<file path="config.mk">
export PLATFORM = sky130hd
export DESIGN_NAME = riscv_frontend
export DESIGN_NICKNAME = d
export VERILOG_FILES = /design/src/instr_pkg.sv /design/src/fetch_bus_pkg.sv /design/src/riscv_frontend.sv /design/src/regnum_predecode.sv /design/src/instr_assembler.sv /design/src/prefetch_queue.sv /design/src/fetch_request_gen.sv
export VERILOG_INCLUDE_DIRS = /design/src /design/src/include
export SDC_FILE = /design/constraint.sdc
export NUM_CORES = 1
export LEC_CHECK = 0
export ABC_AREA = 0
export BUFFER_PORTS_ARGS = -buffer_cell sky130_fd_sc_hd__buf_2
export CELL_PAD_IN_SITES_DETAIL_PLACEMENT = 2
export CELL_PAD_IN_SITES_GLOBAL_PLACEMENT = 2
export CORE_MARGIN = 5
export CORE_UTILIZATION = 33
export DETAILED_ROUTE_END_ITERATION = 7
export PLACE_DENSITY = 0.84
export SYNTH_ARGS = -nofsm -noshare
export SYNTH_HDL_FRONTEND = slang
export SYNTH_HIERARCHICAL = 1
export SYNTH_SLANG_ARGS = --single-unit
</file>
<file path="constraint.sdc">
create_clock -name clk -period 5.3 [get_ports clk]
set_input_delay 0.265 -clock clk [delete_from_list [all_inputs] [get_ports clk]]
set_output_delay 0.265 -clock clk [all_outputs]
set_load 0.01 [all_outputs]
</file>
<file path="src/include/frontend_config.svh">
// build-time constants for the fetch front end; a queue depth below 2 costs fetch throughput
`ifndef FRONTEND_CONFIG_SVH
`define FRONTEND_CONFIG_SVH

// --------------------------------------
// address space
// --------------------------------------

// width of every fetch and jump address
`define FRONTEND_ADDR_W 32

// first word fetched after reset, must be word-aligned
`define FRONTEND_RESET_VECTOR 32'h0000_1000

// --------------------------------------
// prefetch buffering
// --------------------------------------

// entries in the prefetch queue, two is the minimum for back-to-back fetches
`define FRONTEND_QUEUE_DEPTH 2

`endif
</file>
<file path="src/instr_pkg.sv">
// instruction-side types for RV32IC assembly; the CIR holds at most two halfwords
package instr_pkg;

	// a single 16-bit parcel, either a compressed instruction or half of a 32-bit one
	typedef logic [15:0] halfword_t;

	// current instruction register as seen by decode
	// the oldest halfword sits in bits 15:0
	typedef logic [31:0] cir_t;

	// valid halfwords in the CIR, 0 to 2
	typedef logic [1:0] cir_level_t;

	// valid halfwords in the CIR plus the spare halfword buffer, 0 to 3
	typedef logic [1:0] buf_level_t;

	// bus error flag for the lower (bit 0) and upper (bit 1) halfword of the CIR
	typedef logic [1:0] hw_err_t;

	// architectural register number
	typedef logic [4:0] regnum_t;

endpackage

</file>
<file path="src/fetch_bus_pkg.sv">
// memory-side fetch bus types; fetches are always full words and at most two are in flight
`include "frontend_config.svh"

package fetch_bus_pkg;

	// byte address driven on the fetch bus, the low two bits are always zero on requests
	typedef logic [`FRONTEND_ADDR_W-1:0] fetch_addr_t;

	// one word of returned instruction data
	typedef logic [31:0] bus_word_t;

	// bit 0 marks the lower halfword valid and bit 1 the upper halfword
	typedef logic [1:0] hw_valid_t;

	// number of fetches in flight or still to be discarded, never above 2
	// also reused for the occupancy of the two-entry prefetch queue
	typedef logic [1:0] pending_cnt_t;

endpackage

</file>
<file path="src/riscv_frontend.sv">
// RV32IC fetch front end top; word-only fetch bus, no back-pressure on returned data
`include "frontend_config.svh"

module riscv_frontend (
	input  logic                        clk,
	input  logic                        rst_n,
	output logic [`FRONTEND_ADDR_W-1:0] mem_addr,
	output logic                        mem_addr_vld,
	input  logic                        mem_addr_rdy,
	input  logic [31:0]                 mem_data,
	input  logic                        mem_data_err,
	input  logic                        mem_data_vld,
	input  logic [`FRONTEND_ADDR_W-1:0] jump_target,
	input  logic                        jump_target_vld,
	output logic                        jump_target_rdy,
	output logic [31:0]                 cir,
	output logic [1:0]                  cir_vld,
	input  logic [1:0]                  cir_use,
	output logic [1:0]                  cir_err,
	output logic [4:0]                  predecode_rs1,
	output logic [4:0]                  predecode_rs2
);

	// fetch control to the data path
	logic        jump_now;
	logic        data_keep;
	logic [1:0]  data_hwvld;
	logic [1:0]  queue_level;
	// queue head towards the assembler
	logic [31:0] queue_word;
	logic        queue_err;
	logic [1:0]  queue_hwvld;
	logic        queue_empty;
	logic        fetch_consume;
	logic [31:0] next_instr;

	fetch_request_gen u_fetch_request_gen (
		.clk             (clk),
		.rst_n           (rst_n),
		.mem_addr        (mem_addr),
		.mem_addr_vld    (mem_addr_vld),
		.mem_addr_rdy    (mem_addr_rdy),
		.mem_data_vld    (mem_data_vld),
		.jump_target     (jump_target),
		.jump_target_vld (jump_target_vld),
		.jump_target_rdy (jump_target_rdy),
		.queue_level     (queue_level),
		.jump_now        (jump_now),
		.data_keep       (data_keep),
		.data_hwvld      (data_hwvld)
	);

	prefetch_queue u_prefetch_queue (
		.clk           (clk),
		.rst_n         (rst_n),
		.mem_data      (mem_data),
		.mem_data_err  (mem_data_err),
		.data_keep     (data_keep),
		.data_hwvld    (data_hwvld),
		.jump_now      (jump_now),
		.fetch_consume (fetch_consume),
		.queue_word    (queue_word),
		.queue_err     (queue_err),
		.queue_hwvld   (queue_hwvld),
		.queue_empty   (queue_empty),
		.queue_level   (queue_level)
	);

	instr_assembler u_instr_assembler (
		.clk           (clk),
		.rst_n         (rst_n),
		.mem_data      (mem_data),
		.mem_data_err  (mem_data_err),
		.data_keep     (data_keep),
		.jump_now      (jump_now),
		.data_hwvld    (data_hwvld),
		.queue_word    (queue_word),
		.queue_err     (queue_err),
		.queue_hwvld   (queue_hwvld),
		.queue_empty   (queue_empty),
		.cir_use       (cir_use),
		.cir           (cir),
		.cir_vld       (cir_vld),
		.cir_err       (cir_err),
		.fetch_consume (fetch_consume),
		.next_instr    (next_instr)
	);

	regnum_predecode u_regnum_predecode (
		.next_instr    (next_instr),
		.predecode_rs1 (predecode_rs1),
		.predecode_rs2 (predecode_rs2)
	);

endmodule

</file>
<file path="src/regnum_predecode.sv">
// coarse register number predecode; the result may name a register the instruction does not read
module regnum_predecode
	import instr_pkg::*;
(
	input  cir_t    next_instr,
	output regnum_t predecode_rs1,
	output regnum_t predecode_rs2
);

	logic [1:0] quadrant;
	logic [2:0] funct3;

	assign quadrant = next_instr[1:0];
	assign funct3 = next_instr[15:13];

	always_comb begin
		// default is the compressed x8-x15 register field of CIW/CL/CS/CB forms
		predecode_rs1 = {2'b01, next_instr[9:7]};
		predecode_rs2 = {2'b01, next_instr[4:2]};

		case (quadrant)
			2'b11: begin
				// full-width instruction, R/I/S/B field positions
				predecode_rs1 = next_instr[19:15];
				predecode_rs2 = next_instr[24:20];
			end
			2'b00: begin
				// c.addi4spn reads the stack pointer
				if (funct3 == 3'b000) begin
					predecode_rs1 = 5'd2;
				end
			end
			2'b01: begin
				// c.addi, c.addi16sp and friends carry rs1 in the rd field
				predecode_rs1 = next_instr[11:7];
			end
			default: begin
				// quadrant 2 has a full five-bit rs2 field
				predecode_rs2 = next_instr[6:2];
				case (funct3)
					// c.slli, c.mv, c.add, c.jr, c.jalr
					3'b000, 3'b100: predecode_rs1 = next_instr[11:7];
					// c.lwsp and c.swsp are sp relative
					3'b010, 3'b110: predecode_rs1 = 5'd2;
					default: ;
				endcase
			end
		endcase
	end

endmodule

</file>
<file path="src/instr_assembler.sv">
// CIR assembly for RV32IC; decode may consume at most the valid halfwords, one instruction per cycle
module instr_assembler
	import fetch_bus_pkg::*;
	import instr_pkg::*;
(
	input  logic       clk,
	input  logic       rst_n,
	input  bus_word_t  mem_data,
	input  logic       mem_data_err,
	input  logic       data_keep,
	input  logic       jump_now,
	input  hw_valid_t  data_hwvld,
	input  bus_word_t  queue_word,
	input  logic       queue_err,
	input  hw_valid_t  queue_hwvld,
	input  logic       queue_empty,
	input  cir_level_t cir_use,
	output cir_t       cir,
	output cir_level_t cir_vld,
	output hw_err_t    cir_err,
	output logic       fetch_consume,
	output cir_t       next_instr
);

	// spare halfword above the CIR, holds the tail of a straddling fetch word
	halfword_t  hwbuf;
	buf_level_t buf_level;
	// error flags for {hwbuf, cir upper, cir lower}
	logic [2:0] err_r;

	bus_word_t  fetch_word;
	hw_valid_t  fetch_hw;
	logic       fetch_err;
	logic       fetch_vld;
	bus_word_t  fetch_aligned;
	buf_level_t level_after_use;
	buf_level_t fill_amt;
	buf_level_t level_next;
	logic [47:0] shifted;
	logic [47:0] assembled;
	logic [2:0] err_shifted;
	logic [2:0] err_assembled;

	// --------------------------------------
	// fetch source selection
	// --------------------------------------

	// the queue head is older than anything on the bus, so it wins when present
	assign fetch_word = queue_empty ? mem_data : queue_word;
	assign fetch_hw = queue_empty ? data_hwvld : queue_hwvld;
	assign fetch_err = queue_empty ? mem_data_err : queue_err;
	assign fetch_vld = !queue_empty || data_keep;

	// a word entered at an odd halfword brings only its upper half down to slot 0
	assign fetch_aligned = {
		fetch_word[31:16],
		fetch_hw[0] ? fetch_word[15:0] : fetch_word[31:16]
	};

	// --------------------------------------
	// consume and fill
	// --------------------------------------

	assign level_after_use = buf_level - buf_level_t'(cir_use);

	// a full word needs two free slots of three, a single halfword needs one
	assign fetch_consume = (fetch_hw == 2'b11) ? (level_after_use <= 2'd1)
		: (level_after_use <= 2'd2);

	always_comb begin
		// slots above the remaining level are don't-care and are filled cheaply
		case (cir_use)
			2'd2: begin
				shifted = {hwbuf, hwbuf, hwbuf};
				err_shifted = {3{err_r[2]}};
			end
			2'd1: begin
				shifted = {hwbuf, hwbuf, cir[31:16]};
				err_shifted = {err_r[2], err_r[2], err_r[1]};
			end
			default: begin
				shifted = {hwbuf, cir};
				err_shifted = err_r;
			end
		endcase

		// fresh halfwords land at the first free slot after consumption
		assembled = shifted;
		err_assembled = err_shifted;
		if (fetch_consume) begin
			case (level_after_use)
				2'd2: begin
					assembled = {fetch_aligned[15:0], shifted[31:0]};
					err_assembled = {fetch_err, err_shifted[1:0]};
				end
				2'd1: begin
					assembled = {fetch_aligned, shifted[15:0]};
					err_assembled = {fetch_err, fetch_err, err_shifted[0]};
				end
				default: begin
					assembled = {shifted[47:32], fetch_aligned};
					err_assembled = {err_shifted[2], fetch_err, fetch_err};
				end
			endcase
		end
	end

	assign fill_amt = !(fetch_consume && fetch_vld) ? 2'd0
		: (fetch_hw == 2'b11) ? 2'd2 : 2'd1;

	assign level_next = jump_now ? 2'd0 : level_after_use + fill_amt;

	// --------------------------------------
	// state
	// --------------------------------------

	always_ff @(posedge clk or negedge rst_n) begin
		if (!rst_n) begin
			buf_level <= 2'd0;
			cir_vld <= 2'd0;
			err_r <= 3'b000;
		end else begin
			buf_level <= level_next;
			// decode only ever sees up to two halfwords
			cir_vld <= (level_next == 2'd3) ? 2'd2 : cir_level_t'(level_next);
			err_r <= err_assembled;
		end
	end

	always_ff @(posedge clk) begin
		{hwbuf, cir} <= assembled;
	end

	assign cir_err = err_r[1:0];

	// predecode looks at what the CIR is about to become
	assign next_instr = assembled[31:0];

endmodule

</file>
<file path="src/prefetch_queue.sv">
// compacting prefetch queue; entry 0 is always the oldest and the queue never overflows
`include "frontend_config.svh"

module prefetch_queue
	import fetch_bus_pkg::*;
(
	input  logic         clk,
	input  logic         rst_n,
	input  bus_word_t    mem_data,
	input  logic         mem_data_err,
	input  logic         data_keep,
	input  hw_valid_t    data_hwvld,
	input  logic         jump_now,
	input  logic         fetch_consume,
	output bus_word_t    queue_word,
	output logic         queue_err,
	output hw_valid_t    queue_hwvld,
	output logic         queue_empty,
	output pending_cnt_t queue_level
);

	localparam int depth = `FRONTEND_QUEUE_DEPTH;

	bus_word_t ent_word [depth];
	logic      ent_err  [depth];
	hw_valid_t ent_hw   [depth];

	// the extra top slot stands for the incoming bus word so every entry
	// shifts from its upper neighbour with one expression
	bus_word_t up_word  [depth+1];
	logic      up_err   [depth+1];
	hw_valid_t up_hw    [depth+1];
	logic      up_vld   [depth+1];
	// validity of the lower neighbour, entry 0 sees a virtual valid slot
	logic      low_vld  [depth];

	logic push;
	logic pop;

	always_comb begin
		for (int i = 0; i < depth; i++) begin
			up_word[i] = ent_word[i];
			up_err[i] = ent_err[i];
			up_hw[i] = ent_hw[i];
			up_vld[i] = |ent_hw[i];
			low_vld[i] = (i == 0) ? 1'b1 : |ent_hw[(i == 0) ? 0 : i - 1];
		end
		up_word[depth] = mem_data;
		up_err[depth] = mem_data_err;
		up_hw[depth] = 2'b00;
		up_vld[depth] = 1'b0;
	end

	assign queue_empty = !up_vld[0];

	// a word that goes straight to the CIR is not also written here
	assign push = data_keep && !(queue_empty && fetch_consume);
	assign pop = fetch_consume && !queue_empty;

	always_ff @(posedge clk or negedge rst_n) begin
		if (!rst_n) begin
			for (int i = 0; i < depth; i++) begin
				ent_hw[i] <= 2'b00;
			end
		end else begin
			for (int i = 0; i < depth; i++) begin
				if (jump_now) begin
					ent_hw[i] <= 2'b00;
				end else if (pop) begin
					// shift down, and the tail slot that opens up takes the new word
					if (up_vld[i+1]) begin
						ent_hw[i] <= up_hw[i+1];
					end else if (up_vld[i]) begin
						ent_hw[i] <= push ? data_hwvld : 2'b00;
					end
				end else if (!up_vld[i] && push && low_vld[i]) begin
					ent_hw[i] <= data_hwvld;
				end
			end
		end
	end

	// word and error bits follow the same movement and are qualified by ent_hw
	always_ff @(posedge clk) begin
		for (int i = 0; i < depth; i++) begin
			if (pop || (push && !up_vld[i])) begin
				ent_word[i] <= up_vld[i+1] ? up_word[i+1] : mem_data;
				ent_err[i] <= up_vld[i+1] ? up_err[i+1] : mem_data_err;
			end
		end
	end

	always_comb begin
		queue_level = 2'd0;
		for (int i = 0; i < depth; i++) begin
			queue_level = queue_level + pending_cnt_t'(up_vld[i]);
		end
	end

	assign queue_word = ent_word[0];
	assign queue_err = ent_err[0];
	assign queue_hwvld = ent_hw[0];

endmodule

</file>
<file path="src/fetch_request_gen.sv">
// fetch address and in-flight tracking; the memory must return data in order and never stall it
`include "frontend_config.svh"

module fetch_request_gen
	import fetch_bus_pkg::*;
(
	input  logic         clk,
	input  logic         rst_n,
	output fetch_addr_t  mem_addr,
	output logic         mem_addr_vld,
	input  logic         mem_addr_rdy,
	input  logic         mem_data_vld,
	input  fetch_addr_t  jump_target,
	input  logic         jump_target_vld,
	output logic         jump_target_rdy,
	input  pending_cnt_t queue_level,
	output logic         jump_now,
	output logic         data_keep,
	output hw_valid_t    data_hwvld
);

	localparam pending_cnt_t queue_full_lvl   = pending_cnt_t'(`FRONTEND_QUEUE_DEPTH);
	localparam pending_cnt_t queue_almost_lvl = pending_cnt_t'(`FRONTEND_QUEUE_DEPTH - 1);

	// next sequential word to request, runs ahead of decode
	fetch_addr_t  fetch_addr;
	// an address phase was offered and not yet accepted
	logic         addr_hold;
	pending_cnt_t pending_cnt;
	// responses still owed to fetches issued before the last jump
	pending_cnt_t flush_cnt;
	// the next kept word starts at an odd jump target
	logic         first_odd;

	logic        addr_accept;
	logic        fetch_stall;
	logic        two_pending;
	fetch_addr_t jump_word;
	fetch_addr_t jump_next;

	// --------------------------------------
	// request generation
	// --------------------------------------

	// all stall terms are registered so mem_addr_rdy never feeds back into the request
	assign two_pending = pending_cnt >= 2'd2;
	assign fetch_stall = (queue_level >= queue_full_lvl)
		|| ((queue_level >= queue_almost_lvl) && (pending_cnt != 2'd0))
		|| two_pending;

	assign jump_word = {jump_target[`FRONTEND_ADDR_W-1:2], 2'b00};

	always_comb begin
		mem_addr = fetch_addr;
		mem_addr_vld = 1'b0;
		if (addr_hold) begin
			// a held request must be offered unchanged until it is taken
			mem_addr_vld = 1'b1;
		end else if (jump_target_vld) begin
			// the queue is flushed by the jump, so only the in-flight limit applies
			mem_addr = jump_word;
			mem_addr_vld = !two_pending;
		end else if (!fetch_stall) begin
			mem_addr_vld = 1'b1;
		end
	end

	assign addr_accept = mem_addr_vld && mem_addr_rdy;
	assign jump_target_rdy = !addr_hold;
	assign jump_now = jump_target_vld && jump_target_rdy;

	// skip the target word when it was requested in the same cycle as the jump
	assign jump_next = jump_word + (addr_accept ? fetch_addr_t'(4) : fetch_addr_t'(0));

	always_ff @(posedge clk or negedge rst_n) begin
		if (!rst_n) begin
			fetch_addr <= `FRONTEND_RESET_VECTOR;
			addr_hold <= 1'b0;
		end else begin
			addr_hold <= mem_addr_vld && !mem_addr_rdy;
			if (jump_now) begin
				fetch_addr <= jump_next;
			end else if (addr_accept) begin
				fetch_addr <= fetch_addr + fetch_addr_t'(4);
			end
		end
	end

	// --------------------------------------
	// in-flight tracking
	// --------------------------------------

	always_ff @(posedge clk or negedge rst_n) begin
		if (!rst_n) begin
			pending_cnt <= 2'd0;
			flush_cnt <= 2'd0;
		end else begin
			pending_cnt <= pending_cnt + pending_cnt_t'(addr_accept)
				- pending_cnt_t'(mem_data_vld);
			if (jump_now) begin
				// everything still outstanding at the jump belongs to the old stream
				flush_cnt <= pending_cnt - pending_cnt_t'(mem_data_vld);
			end else if ((flush_cnt != 2'd0) && mem_data_vld) begin
				flush_cnt <= flush_cnt - 2'd1;
			end
		end
	end

	assign data_keep = mem_data_vld && (flush_cnt == 2'd0);

	// only the first word after a jump can lose its lower halfword, since all
	// older in-flight words are discarded by the flush count
	always_ff @(posedge clk or negedge rst_n) begin
		if (!rst_n) begin
			first_odd <= 1'b0;
		end else if (jump_now) begin
			first_odd <= jump_target[1];
		end else if (data_keep) begin
			first_odd <= 1'b0;
		end
	end

	assign data_hwvld = {1'b1, !first_odd};

endmodule

</file>
### Yosys cells after proc, flatten, opt, wreduce, memory -nomap -nowiden

Memory sizes are Yosys's and may differ from the RTL's.
Index checks and enable logic that the tools add are counted.

* add/sub/neg operators: 9
* magnitude comparators: 5
* equality and inequality tests: 13
* muxes and demuxes: 47
* reductions and logical operators: 42

Operator list (number)
* $mux W32: 6
* $pmux W48 S2: 1
* $pmux W32 S2: 1
* $mux W48: 1
* $mux W2: 17
* $add A32 B3 Y32 const B: 1
* $add A32 B32 Y32: 1
* $pmux W5 S2: 2
* $mux W16: 1
* $pmux W5 S3: 1
* $logic_and A1 B1 Y1: 13
* $mux W1: 12
* $eq A2 B2 Y1 const B: 5
* $reduce_bool A2 Y1: 5
* $reduce_or A2 Y1: 5
* $logic_not A1 Y1: 7
* $eq A2 B1 Y1 const B: 3
* $eq A3 B3 Y1 const B: 2
* $mux W3: 2
* $pmux W3 S2: 1
* $reduce_bool A3 Y1: 2
* $logic_or A1 B1 Y1: 5
* $ge A2 B2 Y1 const B: 2
* $logic_not A2 Y1: 2
* other kinds (16): 18

* register bits: 97
* memory bits (writable): 66
* logic and storage cells: 130
* memories kept: 2

Memory list
* u_prefetch_queue.ent_word: depth 2, bits a word 32, rd ports 2, clocked after Yosys merged registers in 0, write ports 2, RTL line prefetch_queue.sv:24 `bus_word_t ent_word [depth];`
* u_prefetch_queue.ent_err: depth 2, bits a word 1, rd ports 2, clocked after Yosys merged registers in 0, write ports 2, RTL line prefetch_queue.sv:25 `logic ent_err [depth];`

### Logic depth before layout (Yosys ltp)

Gate-level depths: netlist of run 1.

* depth in word-level cells: 13
* depth in mapped cells: 14

### By module

Netlist of run 1, hierarchy kept.

By module, submodules not included
* instr_assembler: instances 1, cells an instance 320, area each 3299.4 sq um
* fetch_request_gen: instances 1, cells an instance 399, area each 3096.7 sq um
* prefetch_queue: instances 1, cells an instance 170, area each 3036.7 sq um
* regnum_predecode: instances 1, cells an instance 34, area each 225.2 sq um

### Worst setup path after synthesis of run 1

Ideal clock, no wire load.

* kind: register to register
* start: register u_instr_assembler.buf_level[0]
* end: memory u_prefetch_queue.ent_err[0][0] (enable)
* library setup time: 0.469 ns
* arrival: 4.588 ns
* required time: 4.831 ns
* path slack: 0.243 ns
* stages on the path, launching flop included: 12
* buffers on the path: 1
* clock period less this slack: 5.057 ns
* cells stage by stage: dfrtp_1 -> inv_1 -> ha_1 -> xnor3_2 -> ha_1 -> and4_2 -> a311oi_4 -> and2_2 -> inv_1 -> buf_2 -> nand2b_1 -> o21ai_0

RTL lines
* from (decl): RTL line instr_assembler.sv:27 `buf_level_t buf_level;`
* from (signal assigned): RTL line instr_assembler.sv:123 `buf_level <= level_next;`
* to (decl): RTL line prefetch_queue.sv:25

### Worst setup path after layout of run 1

* start: register u_instr_assembler.buf_level[0]
* end: output predecode_rs1[0]

* elaborated cells between the ends (all ways): 20

RTL lines
* $sub A2 B2 Y2 *: RTL line instr_assembler.sv:64 `assign level_after_use = buf_level - buf_level_t'(cir_use);`
* $le A2 B2 Y1 (tied with other cells): RTL line instr_assembler.sv:68 `: (level_after_use <= 2'd2);`
* $mux W1 or $pmux W48 S2 (tied branches): RTL line instr_assembler.sv:67, instr_assembler.sv:91
* $mux W48 *: RTL line instr_assembler.sv:90 `if (fetch_consume) begin`
* net next_instr[1]: RTL line riscv_frontend.sv:35 `logic [31:0] next_instr;`
* $eq A2 B1 Y1 (tied with other cells): RTL line regnum_predecode.sv:21 `case (quadrant)`
* $pmux W5 S3 *: RTL line regnum_predecode.sv:21
* to (decl): RTL line riscv_frontend.sv:20 `output logic [4:0] predecode_rs1,`

The timed path passes the listed nets; every way through them passes the cells marked *.

==> flow_metrics.tcl, run 1 <==
set metrics [dict create \
    outcome "completed" \
    tns_ns 0 \
    power.leakage_uw 0.00466 \
    tightest_slew_ns 1.06 \
    gp_congestion 0.840 \
    overflow 0 \
    core_area_um2 28800 \
    h-tree-depth 4 \
    ys_types 80 \
    power.total_uw 6780 \
    clock_sinks 161 \
    grt_pass1_wl_um 51000 \
    cts_buffers 17 \
    pwr-share-comb_pct 48.3 \
    postSynthCellCount 923 \
    synth_edf_count 82 \
    power.density_nw_per_um2 612 \
    die-area_um2 32800 \
    critPathLaunchType "register" \
    crit_path_end_kind "output port" \
    hpwlAfterDp_um 23500 \
    cp_cell_sequence "inv_1 > ha_1 > inv_1 > ha_1 > and4_2 > a311oi_4 > a21o_2 > o22ai_1 > nand2_1 > nor2_1 > nor3_1 > buf_2" \
    critPathKind "reg -> out" \
    rows 62 \
    ys_seq_area_share_pct 44.3 \
    drv_slew 0 \
    cts.clk_slew.worst_paths_ns 0.09 \
    postSynthAreaPerCell_um2 10.5 \
    via_per_inst 5.59 \
    synth_area_um2 9660 \
    rsz0062_at_grt "no" \
    arrival_ns 4.50 \
    synth-seq-cells 161 \
    min_period_ns 4.77 \
    worstReg2RegStart "u_prefetch_queue/queue_hwvld[0]" \
    drcViolationCount 0 \
    synthArstFlopShare_pct 29.2 \
    drtAntennaViolNets 0 \
    cts_resized 0 \
    relSlewSlack_pct 28.9 \
    nNetsFinal 1105 \
    grt_max_degree 57 \
    ctsHoldBuffers 2 \
    grt_usage_pct 19.7 \
    power_frac_clock_pct 19.2 \
    diodes 0 \
    cts_root_buffer "clkbuf_16" \
    ioPinCount 152 \
    finalWirelength_um 33300 \
    drive_gt1_share_pct 27.6 \
    internal_power_uw 3660 \
    start_util_pct 33.6 \
    antenna_found_initial 2 \
    vias 7914 \
    startpoint "u_instr_assembler/buf_level[0]" \
    power.share.sequential_pct 32.4 \
    worst_path_max_delay_cell "a21o_2" \
    drt-pass1-iter-count 5 \
    fin_skew_ns 0.0228 \
    worstPathRequired_ns 5.04 \
    cts_tree "done" \
    fmax_ghz 0.210 \
    clock_latency_ns 0.46 \
    min_period_over_period_pct 90.0 \
    maxCapViolCount 0 \
    setup_violations 0 \
    area.growth.synth_to_final_pct 14.6 \
    min_path_type "in -> reg" \
    cts_setup_buffers 0 \
    vdd_drop_max_mv 0.419 \
    power_switching_uw 3110 \
    first_global_vias 8643 \
    initialDrtViolationCount 439 \
    crit_fanout 32 \
    die_h_um 181 \
    io_buffers 148 \
    utilization_pct 38.4 \
    holdCritStartpoint "mem_data[25]" \
    synth_warnings 6 \
    chipWidth_um 181 \
    ys.flop_type "edfxtp_1" \
    wl_per_cell_um 23.5 \
    p_sw_share_pct 46.0 \
    clk_path_buf_depth 2 \
    slowest_delay_ns 0.70 \
    dp_cells 1382 \
    final_cells 1416 \
    hold_viol_final 0 \
]
per-layer routing:
| metal | global-route usage (%) | up-vias | part of all wire [%] |
|---|---|---|---|
| met5 | 0 | - | 0.10 |
| met4 | 7.72 | 4 | 3.1 |
| met3 | 3.54 | 70 | 4.9 |
| met2 | 35.1 | 291 | 52 |
| met1 | 23.5 | 3987 | 40 |
| li1 | - | 3562 | - |
synthesized netlist by cell type (3+ instances only):
master    number  area [µm²]
nand2_1      120         450
edfxtp_1      82        2460
mux2i_1       50         500
dfrtp_1       46        1150
a21oi_1       41         205
buf_4         41         308
o22ai_1       36         225
a22oi_1       35         263
nor2_1        35         131
dfxtp_1       32         641
mux2_4        29         435
xnor2_1       27         236
clkbuf_1      25        93.8
mux2_2        25         282
inv_1         23        86.3
xor2_1        23         201
nand3_1       22         110
nand2b_1      19         119
nand4_1       18         113
o21ai_0       15        75.1
o221ai_1      15         131
ha_1          14         175
buf_2         10        50.1
nor3_1        10        50.1
buf_6          9         101
nor2b_1        9        56.3
and3_1         7        43.8
nor4_2         7        87.6
and4_1         6        52.6
nor4_1         6        37.5
and2_1         5        31.3
or3_1          5        31.3
buf_1          4        15.0
o21ai_1        4        20.0
o31ai_1        4        30.0
mux2_1         3        33.8
state kept, by name, summed over array words and instances, names as in the netlist:
signal / cells
u_fetch_request_gen/addr_hold: 1
u_fetch_request_gen/fetch_addr: 30
u_fetch_request_gen/first_odd: 1
u_fetch_request_gen/flush_cnt: 2
u_fetch_request_gen/pending_cnt: 2
u_instr_assembler/buf_level: 2
u_instr_assembler/cir: 32
u_instr_assembler/cir_vld: 2
u_instr_assembler/err_r: 3
u_instr_assembler/hwbuf: 16
u_prefetch_queue/ent_err: 2
u_prefetch_queue/ent_hw: 2
u_prefetch_queue/ent_word: 64
u_prefetch_queue/queue_hwvld: 2
critical path: cells and delay by family, from the launching register on:
family	cells	cell delay, ns
adder cells (fa/ha/maj)	2	0.65
AND/OR/NAND/NOR	4	1.09
buffers and inverters	3	0.37
AO/OA/AOI/OAI	3	1.58
flip-flops	1	0.34
cells in the final DEF (no fill, tap or decap), types with 23 or more instances in the layout:
| cell type | n |
|---|---|
| nand2_1 | 119 |
| xor2_1 | 23 |
| mux2_2 | 25 |
| mux2_4 | 29 |
| o22ai_1 | 36 |
| edfxtp_1 | 82 |
| nor2_1 | 34 |
| dfxtp_1 | 32 |
| dfrtp_1 | 46 |
| a21oi_1 | 41 |
| a22oi_1 | 35 |
| mux2i_1 | 50 |
| buf_2 | 148 |
| xnor2_1 | 27 |
power groups by stage:
stage | sequential [µW] | combinational [µW] | clock, µW
6_report | 2200 | 3270 | 1300
5_1_grt | 2240 | 3480 | 1370
4_1_cts | 2190 | 3260 | 1320
3_5_place_dp | 2200 | 3200 | 0
3_3_place_gp | 2150 | 3030 | 0
2_1_floorplan | 2130 | 2170 | 0
cell families (layout without fill, tap and decap cells):
kind of cell	after synthesis	after routing	synth area share [%]
flip-flops	161	161	44.3
other	2	3	0.0778
AO/OA/AOI/OAI	186	186	13.6
XOR/XNOR	52	52	4.95
buffers and inverters	117	225	7.24
multiplexers	108	108	13.1
AND/OR/NAND/NOR	283	283	14.9
adder cells (fa/ha/maj)	14	14	1.81
path summary, 6_finish.rpt:
check / end / cells past startpoint / slack [ns]
max: predecode_rs1[0] / 12 / 0.53
min: u_prefetch_queue/ent_word[0][57] / 1 / 0.02
max reg2reg: u_fetch_request_gen/fetch_addr[29] / 13 / 1.08
min reg2reg: u_prefetch_queue/ent_err[0][0] / 1 / 0.55
max in group asynchronous: u_prefetch_queue/queue_hwvld[0] / 3 / 4.39
min in group asynchronous: u_fetch_request_gen/fetch_addr[11] / 3 / 0.45
stage by stage:
step / hold slack (ns) / instance area [µm²] / setup slack, ns
floorplan: -0.0306 / 9660 / 0.243
global placement: 0.422 / 10400 / 1.12
detailed placement: 0.427 / 10400 / 1.02
CTS: 0.0116 / 11100 / 0.558
global route: 0.00917 / 11100 / 0.319
finish: 0.0197 / 11100 / 0.531
area by class of cell:
class	instances	area [µm²]
Clock inverter	15	194
Multi-Input combinational cell	646	4700
Clock buffer	17	425
Fill cell	3105	17700
Inverter	25	93.8
Tap cell	384	480
Sequential cell	161	4280
Timing Repair Buffer	168	896
Power figures use the tool's default switching activity.
==> inputs of run 2 (changes only) <==
- RECOVER_POWER: unset -> 100
==> run 2 against run 1 <==
  * The flow now finishes with violations (capacitance limit, slew limit)
  * Power down 1.8%
  * Worst setup slack got worse by 0.14 ns
  * Critical endpoint unchanged
  * Sequential power about the same
  * Clock skew decreased by 0.0027 ns
  * Critical path type unchanged
  * Non-clock buffer count unchanged
  * Fmax is 2.8% lower
  * Flip-flop and latch count unchanged
==> flow_metrics.tcl, run 2 (synthesized netlist as in run 1, its figures left out) <==
set metrics [dict create \
    grt_pass1_wl_um 51000 \
    vias 7927 \
    startpoint "u_instr_assembler/buf_level[0]" \
    maxCapViolCount 3 \
    hpwlAfterDp_um 23500 \
    gp_congestion 0.840 \
    overflow 0 \
    min_path_cells 1 \
    hold_slack_ns 0.0644 \
    slowest_delay_ns 0.73 \
    hold_end "u_prefetch_queue/ent_word[0][42]" \
    regMostFlops "u_prefetch_queue/ent_word" \
    initialDrtViolationCount 409 \
    arrival_ns 4.64 \
    antenna_found_initial 2 \
    drt-pass1-iter-count 5 \
    chipWidth_um 181 \
    relSlewSlack_pct -82.5 \
    holdCritStartpoint "mem_data[10]" \
    p_sw_share_pct 46.6 \
    ioPinCount 152 \
    reg2reg_depth 13 \
    clk_path_buf_depth 2 \
    hold_viol_final 0 \
    crit_fanout 32 \
    layout_commonest_cell "nand2_1" \
    power.density_nw_per_um2 618 \
    grt_usage_pct 19.7 \
    ctsHoldBuffers 2 \
    cts_resized 0 \
    rsz0062_at_grt "no" \
    clock_sinks 161 \
    internal_power_uw 3550 \
    cts_root_buffer "clkbuf_16" \
    cp_cell_sequence "inv_1 > ha_1 > xnor3_1 > ha_1 > and3_2 > o21ai_0 > a21o_2 > o22ai_1 > clkbuf_1 > nand2_1 > nor2_1 > nor3_1 > clkbuf_1" \
    pwr-share-comb_pct 47.3 \
    layout_common_cells "nand2_1 (121), clkbuf_1 (115), edfxtp_1 (82), mux2i_1 (50), dfrtp_1 (46)" \
    tightest_slew_ns 2.74 \
    start_util_pct 33.6 \
    via_per_inst 5.60 \
    power.share.sequential_pct 33.2 \
    core_area_um2 28800 \
    cts_setup_buffers 0 \
    largest_reg_flops 64 \
    die-area_um2 32800 \
    vdd_drop_max_mv 0.407 \
    finalWirelength_um 33100 \
    cts_tree "done" \
    drcViolationCount 0 \
    setup_violations 0 \
    reg2reg_to "u_fetch_request_gen/fetch_addr[29]" \
    worstReg2RegStart "u_prefetch_queue/queue_hwvld[0]" \
    min_path_type "in -> reg" \
    clock_latency_ns 0.45 \
    nNetsFinal 1105 \
    seq_area_um2 4280 \
    rows 62 \
    critPathLaunchType "register" \
    min_period_ns 4.91 \
    cts_buffers 17 \
    multi_input_area_um2 4560 \
    io_buffers 148 \
    area.growth.synth_to_final_pct 11.4 \
    worstPathRequired_ns 5.04 \
    tns_ns 0 \
    fin_skew_ns 0.0201 \
    outcome "complete, but fails checks" \
    violations "capacitance limit, slew limit" \
    grt_max_degree 57 \
    die_h_um 181 \
    worst_path_max_delay_cell "a21o_2" \
    crit_path_end_kind "output port" \
    h-tree-depth 4 \
    power.leakage_uw 0.00413 \
    final.fill_count 3208 \
    power_frac_clock_pct 19.5 \
    first_global_vias 8643 \
    wl_per_cell_um 23.4 \
    power_switching_uw 3100 \
    rrSetupSlack_ns 0.62 \
    drv_slew 139 \
    diodes 0 \
    drive_gt1_share_pct 12.7 \
    fmax_ghz 0.204 \
    drtAntennaViolNets 0 \
    min_period_over_period_pct 92.6 \
    critPathKind "reg -> out" \
    cts.clk_slew.worst_paths_ns 0.09 \
]
==> run 2: worst max path at each step <==
stage	end	slack [ns]
2_1_floorplan	u_prefetch_queue/ent_err[0][0]	0.24
6_report	predecode_rs1[0]	0.39
3_3_place_gp	predecode_rs2[1]	1.12
5_1_grt	predecode_rs2[0]	0.17
3_5_place_dp	predecode_rs2[0]	1.02
4_1_cts	predecode_rs2[0]	0.56
==> run 2: per-layer routing <==
metal	GRT usage (%)	part of all wire, %	routed length (µm)	vias up
met5	0	0.10	34	-
met4	7.72	3.1	1020	4
met3	3.54	4.3	1410	77
met2	35.1	52	17200	256
met1	23.5	41	13400	4017
li1	-	-	-	3573
==> run 2: layout make-up <==
cell class,instances,share of cell area [%]
multi-input cells,646,42.3
flip-flops and latches,161,39.8
repair buffers,168,6.78
inverters,25,0.872
clock inverters,15,1.80
well taps,384,4.47
clock buffers,17,3.95
==> run 2: power groups by stage <==
stage | Clock [µW] | Sequential, µW | Combinational, µW
after floorplan | 0 | 2130 | 2170
after global placement | 0 | 2150 | 3030
after detailed placement | 0 | 2200 | 3200
after CTS | 1320 | 2190 | 3260
after global routing | 1370 | 2240 | 3360
final | 1300 | 2210 | 3150
==> run 2: worst max-delay path, delay by kind of cell (launching register included) <==
kind | cells | cell delay (ns)
fa+ha+maj | 2 | 0.44
xor+xnor | 1 | 0.31
flops | 1 | 0.37
simple gates | 4 | 1.05
buf+inv | 3 | 0.62
compound gates | 3 | 1.38
==> run 2: stage by stage <==
step	instance area, µm²	std cells	utilization [%]	power [µW]	setup slack, ns
finish	10800	1416	37.4	6650	0.393
global route	10800	1416	37.4	6980	0.171
CTS	11100	1416	38.4	6770	0.558
detailed placement	10400	1382	36.2	5400	1.02
global placement	10400	1382	36.2	5180	1.12
floorplan	9660	924	-	4300	0.243
